[config.mk]
export PLATFORM = sky130hd
export DESIGN_NAME = frontend_top
export DESIGN_NICKNAME = d
export VERILOG_FILES = /design/src/hw/fe_pkg.sv /design/src/hw/ic_fetch_if.sv /design/src/hw/frontend_top.sv /design/src/hw/inst_buffer.sv /design/src/hw/icache.sv /design/src/hw/fetch_pc.sv /design/src/hw/fetch_ctrl.sv
export VERILOG_INCLUDE_DIRS = /design/src /design/src/hw
export SDC_FILE = /design/constraint.sdc
export NUM_CORES = 2
export LEC_CHECK = 0
export ABC_AREA = 1
export BUFFER_PORTS_ARGS = -buffer_cell sky130_fd_sc_hd__buf_2
export CORE_MARGIN = 4
export CORE_UTILIZATION = 62
export DETAILED_ROUTE_END_ITERATION = 8
export PLACE_DENSITY_LB_ADDON = 0.25
export SYNTH_ARGS = -nofsm -noshare
export SYNTH_HDL_FRONTEND = slang
export SYNTH_HIERARCHICAL = 1
export SYNTH_SLANG_ARGS = --single-unit
[constraint.sdc]
create_clock -name i_clk -period 7.1 [get_ports i_clk]
set_input_delay 1.42 -clock i_clk [delete_from_list [all_inputs] [get_ports i_clk]]
set_output_delay 1.42 -clock i_clk [all_outputs]
set_load 0.005 [all_outputs]
[src/hw/fe_defines.svh]
`ifndef FE_DEFINES_SVH
`define FE_DEFINES_SVH

// fetch address and pc
`define FE_ADDR_W      32
`define FE_PC_INIT     32'h0000_1000

// icache geometry, two instructions per line
`define FE_LINE_BYTES  8
`define FE_LINE_W      (`FE_LINE_BYTES * 8)
`define FE_LINE_WORDS  (`FE_LINE_BYTES / 4)
`define FE_IC_SETS     16
`define FE_IC_OFS_W    ($clog2(`FE_LINE_BYTES))
`define FE_IC_IDX_W    ($clog2(`FE_IC_SETS))
`define FE_IC_TAG_W    (`FE_ADDR_W - `FE_IC_IDX_W - `FE_IC_OFS_W)

// instruction buffer, in lines
`define FE_BUF_DEPTH   4

// one delegation bit per trap cause code
`define FE_MEDELEG_W   16

`endif
[src/hw/fe_pkg.sv]
`default_nettype none

`include "fe_defines.svh"

package fe_pkg;

  // ====================
  // commit side

  typedef enum logic [1:0] {
    JUMP         = 2'd0,
    SILENT_FLUSH = 2'd1,
    MRET         = 2'd2,
    TRAP         = 2'd3
  } commit_kind_t;

  // exception codes, value doubles as medeleg bit index
  typedef enum logic [3:0] {
    INST_ADDR_MISALIGN  = 4'd0,
    INST_ACC_FAULT      = 4'd1,
    ILLEGAL_INST        = 4'd2,
    BREAKPOINT          = 4'd3,
    LOAD_ADDR_MISALIGN  = 4'd4,
    LOAD_ACC_FAULT      = 4'd5,
    STAMO_ADDR_MISALIGN = 4'd6,
    STAMO_ACC_FAULT     = 4'd7,
    ECALL_U             = 4'd8,
    ECALL_S             = 4'd9,
    ECALL_M             = 4'd11,
    INST_PAGE_FAULT     = 4'd12,
    LOAD_PAGE_FAULT     = 4'd13,
    STAMO_PAGE_FAULT    = 4'd15
  } trap_cause_t;

  // ====================
  // fetch address views

  typedef struct packed {
    logic [`FE_IC_TAG_W-1:0] tag;
    logic [`FE_IC_IDX_W-1:0] index;
    logic [`FE_IC_OFS_W-1:0] offset;
  } ic_addr_s;

  typedef union packed {
    logic [`FE_ADDR_W-1:0] raw;
    ic_addr_s              f;     // cache lookup fields
  } ic_addr_u;

endpackage

`default_nettype wire

[src/hw/ic_fetch_if.sv]
`timescale 1ns/1ps
`default_nettype none

`include "fe_defines.svh"

interface ic_fetch_if;
  import fe_pkg::*;

  // request
  logic                  req_valid;
  logic                  req_ready;  // low during refill
  ic_addr_u              req_addr;
  logic                  kill;       // drops the s1 response

  // response
  logic                  resp_valid;
  logic                  resp_miss;
  ic_addr_u              resp_addr;
  logic [`FE_LINE_W-1:0] resp_line;
  logic                  fill_done;

  modport ctrl (
    output req_valid, req_addr, kill,
    input  req_ready, resp_valid, resp_miss, resp_addr, resp_line, fill_done
  );

  modport cache (
    input  req_valid, req_addr, kill,
    output req_ready, resp_valid, resp_miss, resp_addr, resp_line, fill_done
  );

endinterface

`default_nettype wire

[src/hw/frontend_top.sv]
`timescale 1ns/1ps
`default_nettype none

`include "fe_defines.svh"

module frontend_top (
  input  logic                     i_clk,
  input  logic                     i_reset_n,

  // commit and csr
  input  logic                     i_commit_valid,
  input  fe_pkg::commit_kind_t     i_commit_kind,
  input  logic [`FE_ADDR_W-1:0]    i_commit_pc,
  input  fe_pkg::trap_cause_t      i_commit_cause,
  input  logic [`FE_ADDR_W-1:0]    i_mtvec,
  input  logic [`FE_ADDR_W-1:0]    i_stvec,
  input  logic [`FE_ADDR_W-1:0]    i_mepc,
  input  logic [`FE_MEDELEG_W-1:0] i_medeleg,

  input  logic                     i_fence_i,

  // memory
  output logic                     o_mem_req_valid,
  input  logic                     i_mem_req_ready,
  output logic [`FE_ADDR_W-1:0]    o_mem_req_addr,
  input  logic                     i_mem_resp_valid,
  input  logic [`FE_LINE_W-1:0]    i_mem_resp_data,

  // instruction out
  output logic                     o_inst_valid,
  input  logic                     i_inst_ready,
  output logic [`FE_ADDR_W-1:0]    o_inst_pc,
  output logic [31:0]              o_inst_data
);
  import fe_pkg::*;

  ic_addr_u              w_fetch_addr;
  logic                  w_buf_space;
  logic                  w_redirect_valid;
  logic [`FE_ADDR_W-1:0] w_redirect_addr;
  logic                  w_issue;
  logic                  w_reload_miss;
  logic                  w_flush;

  ic_fetch_if u_ic_if ();

  fetch_ctrl u_fetch_ctrl (
    .i_clk            (i_clk),
    .i_reset_n        (i_reset_n),
    .i_commit_valid   (i_commit_valid),
    .i_commit_kind    (i_commit_kind),
    .i_commit_pc      (i_commit_pc),
    .i_commit_cause   (i_commit_cause),
    .i_mtvec          (i_mtvec),
    .i_stvec          (i_stvec),
    .i_mepc           (i_mepc),
    .i_medeleg        (i_medeleg),
    .i_buf_space      (w_buf_space),
    .i_fetch_addr     (w_fetch_addr),
    .o_redirect_valid (w_redirect_valid),
    .o_redirect_addr  (w_redirect_addr),
    .o_issue          (w_issue),
    .o_reload_miss    (w_reload_miss),
    .o_flush          (w_flush),
    .ic               (u_ic_if)
  );

  fetch_pc u_fetch_pc (
    .i_clk            (i_clk),
    .i_reset_n        (i_reset_n),
    .i_issue          (w_issue),
    .i_reload_miss    (w_reload_miss),
    .i_miss_addr      (u_ic_if.resp_addr.raw),
    .i_redirect_valid (w_redirect_valid),
    .i_redirect_addr  (w_redirect_addr),
    .o_fetch_addr     (w_fetch_addr)
  );

  icache u_icache (
    .i_clk            (i_clk),
    .i_reset_n        (i_reset_n),
    .i_fence_i        (i_fence_i),
    .ic               (u_ic_if),
    .o_mem_req_valid  (o_mem_req_valid),
    .i_mem_req_ready  (i_mem_req_ready),
    .o_mem_req_addr   (o_mem_req_addr),
    .i_mem_resp_valid (i_mem_resp_valid),
    .i_mem_resp_data  (i_mem_resp_data)
  );

  // hit lines go straight into the buffer
  inst_buffer u_inst_buffer (
    .i_clk            (i_clk),
    .i_reset_n        (i_reset_n),
    .i_flush          (w_flush),
    .i_line_valid     (u_ic_if.resp_valid),
    .i_line_addr      (u_ic_if.resp_addr),
    .i_line_data      (u_ic_if.resp_line),
    .o_space          (w_buf_space),
    .o_inst_valid     (o_inst_valid),
    .i_inst_ready     (i_inst_ready),
    .o_inst_pc        (o_inst_pc),
    .o_inst_data      (o_inst_data)
  );

endmodule

`default_nettype wire

[src/hw/inst_buffer.sv]
`timescale 1ns/1ps
`default_nettype none

`include "fe_defines.svh"

module inst_buffer (
  input  logic                  i_clk,
  input  logic                  i_reset_n,

  input  logic                  i_flush,

  input  logic                  i_line_valid,
  input  fe_pkg::ic_addr_u      i_line_addr,
  input  logic [`FE_LINE_W-1:0] i_line_data,
  output logic                  o_space,

  output logic                  o_inst_valid,
  input  logic                  i_inst_ready,
  output logic [`FE_ADDR_W-1:0] o_inst_pc,
  output logic [31:0]           o_inst_data
);
  import fe_pkg::*;

  localparam int PTR_W  = $clog2(`FE_BUF_DEPTH);
  localparam int CNT_W  = $clog2(`FE_BUF_DEPTH + 1);
  localparam int WORD_W = $clog2(`FE_LINE_WORDS);

  ic_addr_u              r_addr [`FE_BUF_DEPTH];
  logic [`FE_LINE_W-1:0] r_data [`FE_BUF_DEPTH];
  logic [PTR_W-1:0]      r_wr_ptr;
  logic [PTR_W-1:0]      r_rd_ptr;
  logic [CNT_W-1:0]      r_count;
  logic [WORD_W-1:0]     r_head_word;   // lowest word still owed from head line
  logic [WORD_W-1:0]     w_start_word;
  logic [WORD_W-1:0]     w_word;
  logic                  w_take;
  logic                  w_pop;

  // target lines may start mid-line
  assign w_start_word = r_addr[r_rd_ptr].raw[`FE_IC_OFS_W-1:2];
  assign w_word       = (r_head_word > w_start_word) ? r_head_word : w_start_word;

  assign o_inst_valid = (r_count != '0);
  assign o_inst_pc    = {r_addr[r_rd_ptr].raw[`FE_ADDR_W-1:`FE_IC_OFS_W], w_word, 2'b00};
  assign o_inst_data  = r_data[r_rd_ptr][w_word*32 +: 32];
  // room for one more issue on top of the one in flight
  assign o_space      = (r_count <= CNT_W'(`FE_BUF_DEPTH - 2));

  assign w_take = o_inst_valid && i_inst_ready;
  assign w_pop  = w_take && (w_word == WORD_W'(`FE_LINE_WORDS - 1));

  always_ff @(posedge i_clk) begin
    if (i_line_valid && !i_flush) begin
      r_addr[r_wr_ptr] <= i_line_addr;
      r_data[r_wr_ptr] <= i_line_data;
    end
  end

  always_ff @(posedge i_clk or negedge i_reset_n) begin
    if (!i_reset_n) begin
      r_wr_ptr    <= '0;
      r_rd_ptr    <= '0;
      r_count     <= '0;
      r_head_word <= '0;
    end else if (i_flush) begin
      r_wr_ptr    <= '0;
      r_rd_ptr    <= '0;
      r_count     <= '0;
      r_head_word <= '0;
    end else begin
      if (i_line_valid) r_wr_ptr <= r_wr_ptr + PTR_W'(1);
      if (w_pop) r_rd_ptr <= r_rd_ptr + PTR_W'(1);
      r_count <= r_count + CNT_W'(i_line_valid) - CNT_W'(w_pop);
      if (w_pop) begin
        r_head_word <= '0;
      end else if (w_take) begin
        r_head_word <= w_word + WORD_W'(1);
      end
    end
  end

endmodule

`default_nettype wire

[src/hw/icache.sv]
`timescale 1ns/1ps
`default_nettype none

`include "fe_defines.svh"

module icache (
  input  logic                  i_clk,
  input  logic                  i_reset_n,

  input  logic                  i_fence_i,

  ic_fetch_if.cache             ic,

  output logic                  o_mem_req_valid,
  input  logic                  i_mem_req_ready,
  output logic [`FE_ADDR_W-1:0] o_mem_req_addr,
  input  logic                  i_mem_resp_valid,
  input  logic [`FE_LINE_W-1:0] i_mem_resp_data
);
  import fe_pkg::*;

  // ====================
  // arrays

  logic [`FE_IC_TAG_W-1:0] r_tag  [`FE_IC_SETS];
  logic [`FE_LINE_W-1:0]   r_data [`FE_IC_SETS];
  logic [`FE_IC_SETS-1:0]  r_valid;

  // s1 lookup
  logic     r_s1_valid;
  ic_addr_u r_s1_addr;
  logic     w_s1_hit;
  logic     w_s1_miss;

  // refill
  logic     r_fill_busy;
  logic     r_mem_req_valid;
  logic     r_fill_done;
  ic_addr_u r_fill_addr;
  logic     w_fill_write;
  logic     r_fence_pend;
  logic     w_fence_go;

  assign w_s1_hit  = r_valid[r_s1_addr.f.index] &&
                     (r_tag[r_s1_addr.f.index] == r_s1_addr.f.tag);
  assign w_s1_miss = r_s1_valid && !w_s1_hit && !ic.kill;

  assign ic.req_ready  = !r_fill_busy && !w_s1_miss;
  assign ic.resp_valid = r_s1_valid && w_s1_hit && !ic.kill;
  assign ic.resp_miss  = w_s1_miss;
  assign ic.resp_addr  = r_s1_addr;
  assign ic.resp_line  = r_data[r_s1_addr.f.index];
  assign ic.fill_done  = r_fill_done;

  always_ff @(posedge i_clk or negedge i_reset_n) begin
    if (!i_reset_n) begin
      r_s1_valid <= 1'b0;
    end else begin
      r_s1_valid <= ic.req_valid && ic.req_ready;
    end
  end

  always_ff @(posedge i_clk) begin
    if (ic.req_valid && ic.req_ready) r_s1_addr <= ic.req_addr;
    if (w_s1_miss) r_fill_addr <= r_s1_addr;
  end

  // ====================
  // refill sequence

  assign w_fill_write = r_fill_busy && !r_mem_req_valid && i_mem_resp_valid;

  always_ff @(posedge i_clk or negedge i_reset_n) begin
    if (!i_reset_n) begin
      r_fill_busy     <= 1'b0;
      r_mem_req_valid <= 1'b0;
      r_fill_done     <= 1'b0;
    end else begin
      r_fill_done <= w_fill_write;   // one-cycle pulse
      if (w_s1_miss) begin
        r_fill_busy     <= 1'b1;
        r_mem_req_valid <= 1'b1;
      end else if (r_mem_req_valid && i_mem_req_ready) begin
        r_mem_req_valid <= 1'b0;
      end else if (w_fill_write) begin
        r_fill_busy <= 1'b0;
      end
    end
  end

  always_ff @(posedge i_clk) begin
    if (w_fill_write) begin
      r_tag[r_fill_addr.f.index]  <= r_fill_addr.f.tag;
      r_data[r_fill_addr.f.index] <= i_mem_resp_data;
    end
  end

  assign o_mem_req_valid = r_mem_req_valid;
  assign o_mem_req_addr  = r_fill_addr.raw & ~`FE_ADDR_W'(`FE_LINE_BYTES - 1);

  // valid bits, fence.i waits out a running refill
  assign w_fence_go = (i_fence_i || r_fence_pend) && !r_fill_busy;

  always_ff @(posedge i_clk or negedge i_reset_n) begin
    if (!i_reset_n) begin
      r_valid      <= '0;
      r_fence_pend <= 1'b0;
    end else if (w_fence_go) begin
      r_valid      <= '0;
      r_fence_pend <= 1'b0;
    end else begin
      if (i_fence_i) r_fence_pend <= 1'b1;
      if (w_fill_write) r_valid[r_fill_addr.f.index] <= 1'b1;
    end
  end

endmodule

`default_nettype wire

[src/hw/fetch_pc.sv]
`timescale 1ns/1ps
`default_nettype none

`include "fe_defines.svh"

module fetch_pc (
  input  logic                  i_clk,
  input  logic                  i_reset_n,

  input  logic                  i_issue,
  input  logic                  i_reload_miss,
  input  logic [`FE_ADDR_W-1:0] i_miss_addr,
  input  logic                  i_redirect_valid,
  input  logic [`FE_ADDR_W-1:0] i_redirect_addr,

  output fe_pkg::ic_addr_u      o_fetch_addr
);
  import fe_pkg::*;

  ic_addr_u r_addr;
  ic_addr_u w_next_line;

  // next line boundary, drops any word offset
  assign w_next_line.raw = (r_addr.raw & ~`FE_ADDR_W'(`FE_LINE_BYTES - 1)) +
                           `FE_ADDR_W'(`FE_LINE_BYTES);

  always_ff @(posedge i_clk or negedge i_reset_n) begin
    if (!i_reset_n) begin
      r_addr.raw <= `FE_PC_INIT;
    end else if (i_redirect_valid) begin
      r_addr.raw <= i_redirect_addr;
    end else if (i_reload_miss) begin
      r_addr.raw <= i_miss_addr;   // back to the missed line
    end else if (i_issue) begin
      r_addr <= w_next_line;
    end
  end

  assign o_fetch_addr = r_addr;

endmodule

`default_nettype wire

[src/hw/fetch_ctrl.sv]
`timescale 1ns/1ps
`default_nettype none

`include "fe_defines.svh"

module fetch_ctrl (
  input  logic                     i_clk,
  input  logic                     i_reset_n,

  input  logic                     i_commit_valid,
  input  fe_pkg::commit_kind_t     i_commit_kind,
  input  logic [`FE_ADDR_W-1:0]    i_commit_pc,
  input  fe_pkg::trap_cause_t      i_commit_cause,

  input  logic [`FE_ADDR_W-1:0]    i_mtvec,
  input  logic [`FE_ADDR_W-1:0]    i_stvec,
  input  logic [`FE_ADDR_W-1:0]    i_mepc,
  input  logic [`FE_MEDELEG_W-1:0] i_medeleg,

  input  logic                     i_buf_space,
  input  fe_pkg::ic_addr_u         i_fetch_addr,

  output logic                     o_redirect_valid,
  output logic [`FE_ADDR_W-1:0]    o_redirect_addr,
  output logic                     o_issue,
  output logic                     o_reload_miss,
  output logic                     o_flush,

  ic_fetch_if.ctrl                 ic
);
  import fe_pkg::*;

  typedef enum logic [1:0] {
    IDLE      = 2'd0,
    ISSUED    = 2'd1,
    WAIT_FILL = 2'd2,
    WAIT_BUF  = 2'd3
  } fetch_state_t;

  fetch_state_t          r_state;
  fetch_state_t          w_state_next;
  logic [`FE_ADDR_W-1:0] w_target;

  // ====================
  // redirect target

  always_comb begin
    case (i_commit_kind)
      JUMP:         w_target = i_commit_pc;
      SILENT_FLUSH: w_target = i_commit_pc + `FE_ADDR_W'(4);
      MRET:         w_target = i_mepc;
      TRAP: begin
        if (i_medeleg[i_commit_cause]) begin
          w_target = i_stvec;   // delegated to S
        end else begin
          w_target = i_mtvec;
        end
      end
      default:      w_target = i_commit_pc;
    endcase
  end

  // ====================
  // fetch FSM

  always_comb begin
    w_state_next = r_state;
    if (i_commit_valid) begin
      // a refill in progress lands before the target is fetched
      if ((r_state == WAIT_FILL) && !ic.fill_done) begin
        w_state_next = WAIT_FILL;
      end else begin
        w_state_next = ISSUED;
      end
    end else begin
      case (r_state)
        IDLE:      w_state_next = ISSUED;
        ISSUED: begin
          if (ic.resp_miss) begin
            w_state_next = WAIT_FILL;
          end else if (!i_buf_space) begin
            w_state_next = WAIT_BUF;
          end
        end
        WAIT_FILL: if (ic.fill_done) w_state_next = ISSUED;
        WAIT_BUF: begin
          if (ic.resp_miss) begin
            w_state_next = WAIT_FILL;   // last request before the stall missed
          end else if (i_buf_space) begin
            w_state_next = ISSUED;
          end
        end
        default:   w_state_next = IDLE;
      endcase
    end
  end

  always_ff @(posedge i_clk or negedge i_reset_n) begin
    if (!i_reset_n) begin
      r_state <= IDLE;
    end else begin
      r_state <= w_state_next;
    end
  end

  assign ic.req_valid = (r_state == ISSUED) && i_buf_space && !i_commit_valid;
  assign ic.req_addr  = i_fetch_addr;
  assign ic.kill      = i_commit_valid;   // in-flight line is old path

  assign o_issue          = ic.req_valid && ic.req_ready;
  assign o_reload_miss    = ic.resp_miss;
  assign o_redirect_valid = i_commit_valid;
  assign o_redirect_addr  = w_target;
  assign o_flush          = i_commit_valid;

endmodule

`default_nettype wire

==> flow_summary.toml <==
[clock_tree]
clk_latency_ns = 0.82
cts_buffers = 186
clk_pin_slew_ns = 0.06
cts_setup_buffers = 0
clk_path_buf_depth = 3
clock_sinks = 1924
cts_tree = "done"
h-tree-depth = 4
clock-root-buffer = "clkbuf_16"
cts_hold_buf = 0
ctsResizeCount = 0

[grt]
antenna_found_initial = 22
grt.total_usage_pct = 31.3
grt_max_degree = 257
overflow = 0
grt_pass1_wl_um = 311000
grt_pass1_vias = 50108

[sta]
fmax_ghz = 0.176
setup_viol = 0
finalSetupTns_ns = 0
min_period_ns = 5.68
layout_setup_ws_ns = 1.42
fin_skew_ns = 0.0304
worstMarginPinSlew_ns = 1.54
rsz0062_at_grt = "no"
slew_violations = 70
post-route-period-util_pct = 80.0
final-hold-violation-count = 0
max-slew-margin-rel_pct = -2.60

[floorplanning]
dieHeight_um = 365
rows = 130
die_x_um = 365
core-area_mm2 = 0.126
initial_core_util_pct = 62.7
ioPinCount = 319
dieArea_mm2 = 0.133

[critical_path]
end_kind = "output pin"
worst_ep_required_time_ns = 5.68
arrival_ns = 4.26
crit_chain = "buf_4 > buf_4 > o21ai_0 > o22ai_1 > nand2_1 > nand2_1 > buf_2"
crit_type = "register to output pin"
crit_start = "u_inst_buffer/r_rd_ptr[0]$_DFFE_PN0P_"
crit_path_top_delay_cell = "dfrtp_4"
cp_max_fo = 74
startpoint_type = "register"
cp_slowest_stage_delay_ns = 0.85

[layout]
final_cell_area_mm2 = 0.0876
finalNonFillerCells = 8396
syn_to_final_growth_pct = 10.8
fin_nets = 6815
drive_gt1_share_pct = 10.8

[pwr]
p_leak_nw = 30.6
ir_drop_uv = 444
power_density_mw_per_mm2 = 377

[placed_design]
hpwl_um = 110000
gp_routability_congestion = 0.925
place_ws_ns = 1.95
dpl-instance-area_mm2 = 0.0815
placed_cells = 8045
io_buffers = 305

[drt]
post_drt_wl_per_cell_um = 25.2
vias = 52891
drc = 1
routed_wl_um = 212000
drt_first_pass_iters = 8
viasPerCell = 6.30
ant_nets = 0
drt_iter0_drc = 6990

[status]
failed_checks = "DRC, slew limit"
status = "finished, violations left"

[synthesis]
syn_avg_cell_area_um2 = 12.3
synth_warnings = 6
mappedNetlistArea_mm2 = 0.0791
syn_inst = 6451

[min_path]
min_path_type = "register to register"
min_from = "u_fetch_pc/o_fetch_addr[2]$_DFFE_PN0P_"

[flow_run]
maxCapViolCount = 0
==> per-layer routing <==
metal	GRT usage, %	vias up	wire length, µm
met5	0	-	149
met4	15.8	24	10700
met3	5.51	502	18900
met2	50.2	2709	101000
met1	41.9	26045	80600
li1	-	23611	-
==> power by group <==
| group | internal, mW | switching (mW) |
|---|---|---|
| Sequential | 13.5 | 0.658 |
| Clock | 5.59 | 4.17 |
| Combinational | 2.45 | 6.68 |
==> stage by stage <==
step / power (mW) / hold slack, ns / util [%]
global placement: 23.0 / 0.433 / 64.6
floorplan: 20.2 / 0.450 / -
global route: 34.4 / 0.476 / 69.4
finish: 33.0 / 0.456 / 69.4
detailed placement: 23.3 / 0.442 / 64.6
CTS: 33.0 / 0.453 / 69.4
==> layout by cell type (no fill, tap or decap), types with 11 or more instances in the layout <==
master and n:
buf_4 49, nor2_1 1006, o221ai_1 202, o211ai_1 93, nor3_1 19, edfxtp_1 1859, clkbuf_16 187, buf_2 305
o21ai_0 763, nand3_1 416, clkinv_1 37, dfrtp_1 58, buf_12 25, clkinv_2 25, o21ai_1 47, nand4_1 49
inv_1 278, a21oi_1 27, bufinv_16 17, nor2_4 28, diode_2 11, nand2_1 888, o22ai_1 164, clkbuf_1 49
==> worst max-delay path: cells and delay by family, from the launching register on <==
kind,cells,cell delay [ns]
DFF,1,0.85
buffers and inverters,3,1.54
and+or+nand+nor,2,0.34
AOI/OAI and AO/OA,2,0.62
==> sequential cells by signal, summed over array words and instances, names as in the netlist, 3 cells and up, named ones only <==
register	cells
u_icache/r_fill_addr	29
u_inst_buffer/r_count	3
u_icache/ic.resp_addr	30
u_icache/r_data	1024
u_inst_buffer/r_addr	120
u_fetch_pc/o_fetch_addr	30
u_icache/r_valid	16
u_inst_buffer/r_data	256
u_icache/r_tag	400
==> layout make-up <==
type | instances | area, µm²
Multi-Input combinational cell | 3800 | 18500
Timing Repair Buffer | 379 | 2390
Tap cell | 1650 | 2060
Fill cell | 8496 | 38600
Inverter | 292 | 1130
Sequential cell | 1924 | 57500
Antenna cell | 11 | 27.5
Clock inverter | 95 | 1090
Clock buffer | 245 | 4990
==> final timing paths <==
path	endpoint	slack (ns)	cells after the start
max reg2reg	u_inst_buffer/r_data[2][31]$_DFFE_PP_	1.84	16
min in group asynchronous	u_fetch_pc/o_fetch_addr[27]$_DFFE_PN0P_	0.78	2
max in group asynchronous	u_inst_buffer/r_rd_ptr[0]$_DFFE_PN0P_	5.70	2
max	o_inst_data[4]	1.42	7
min	u_icache/ic.resp_addr[2]$_DFFE_PP_	0.46	0
min reg2reg	u_icache/ic.resp_addr[2]$_DFFE_PP_	0.46	0
Power figures use the tool's default switching activity.
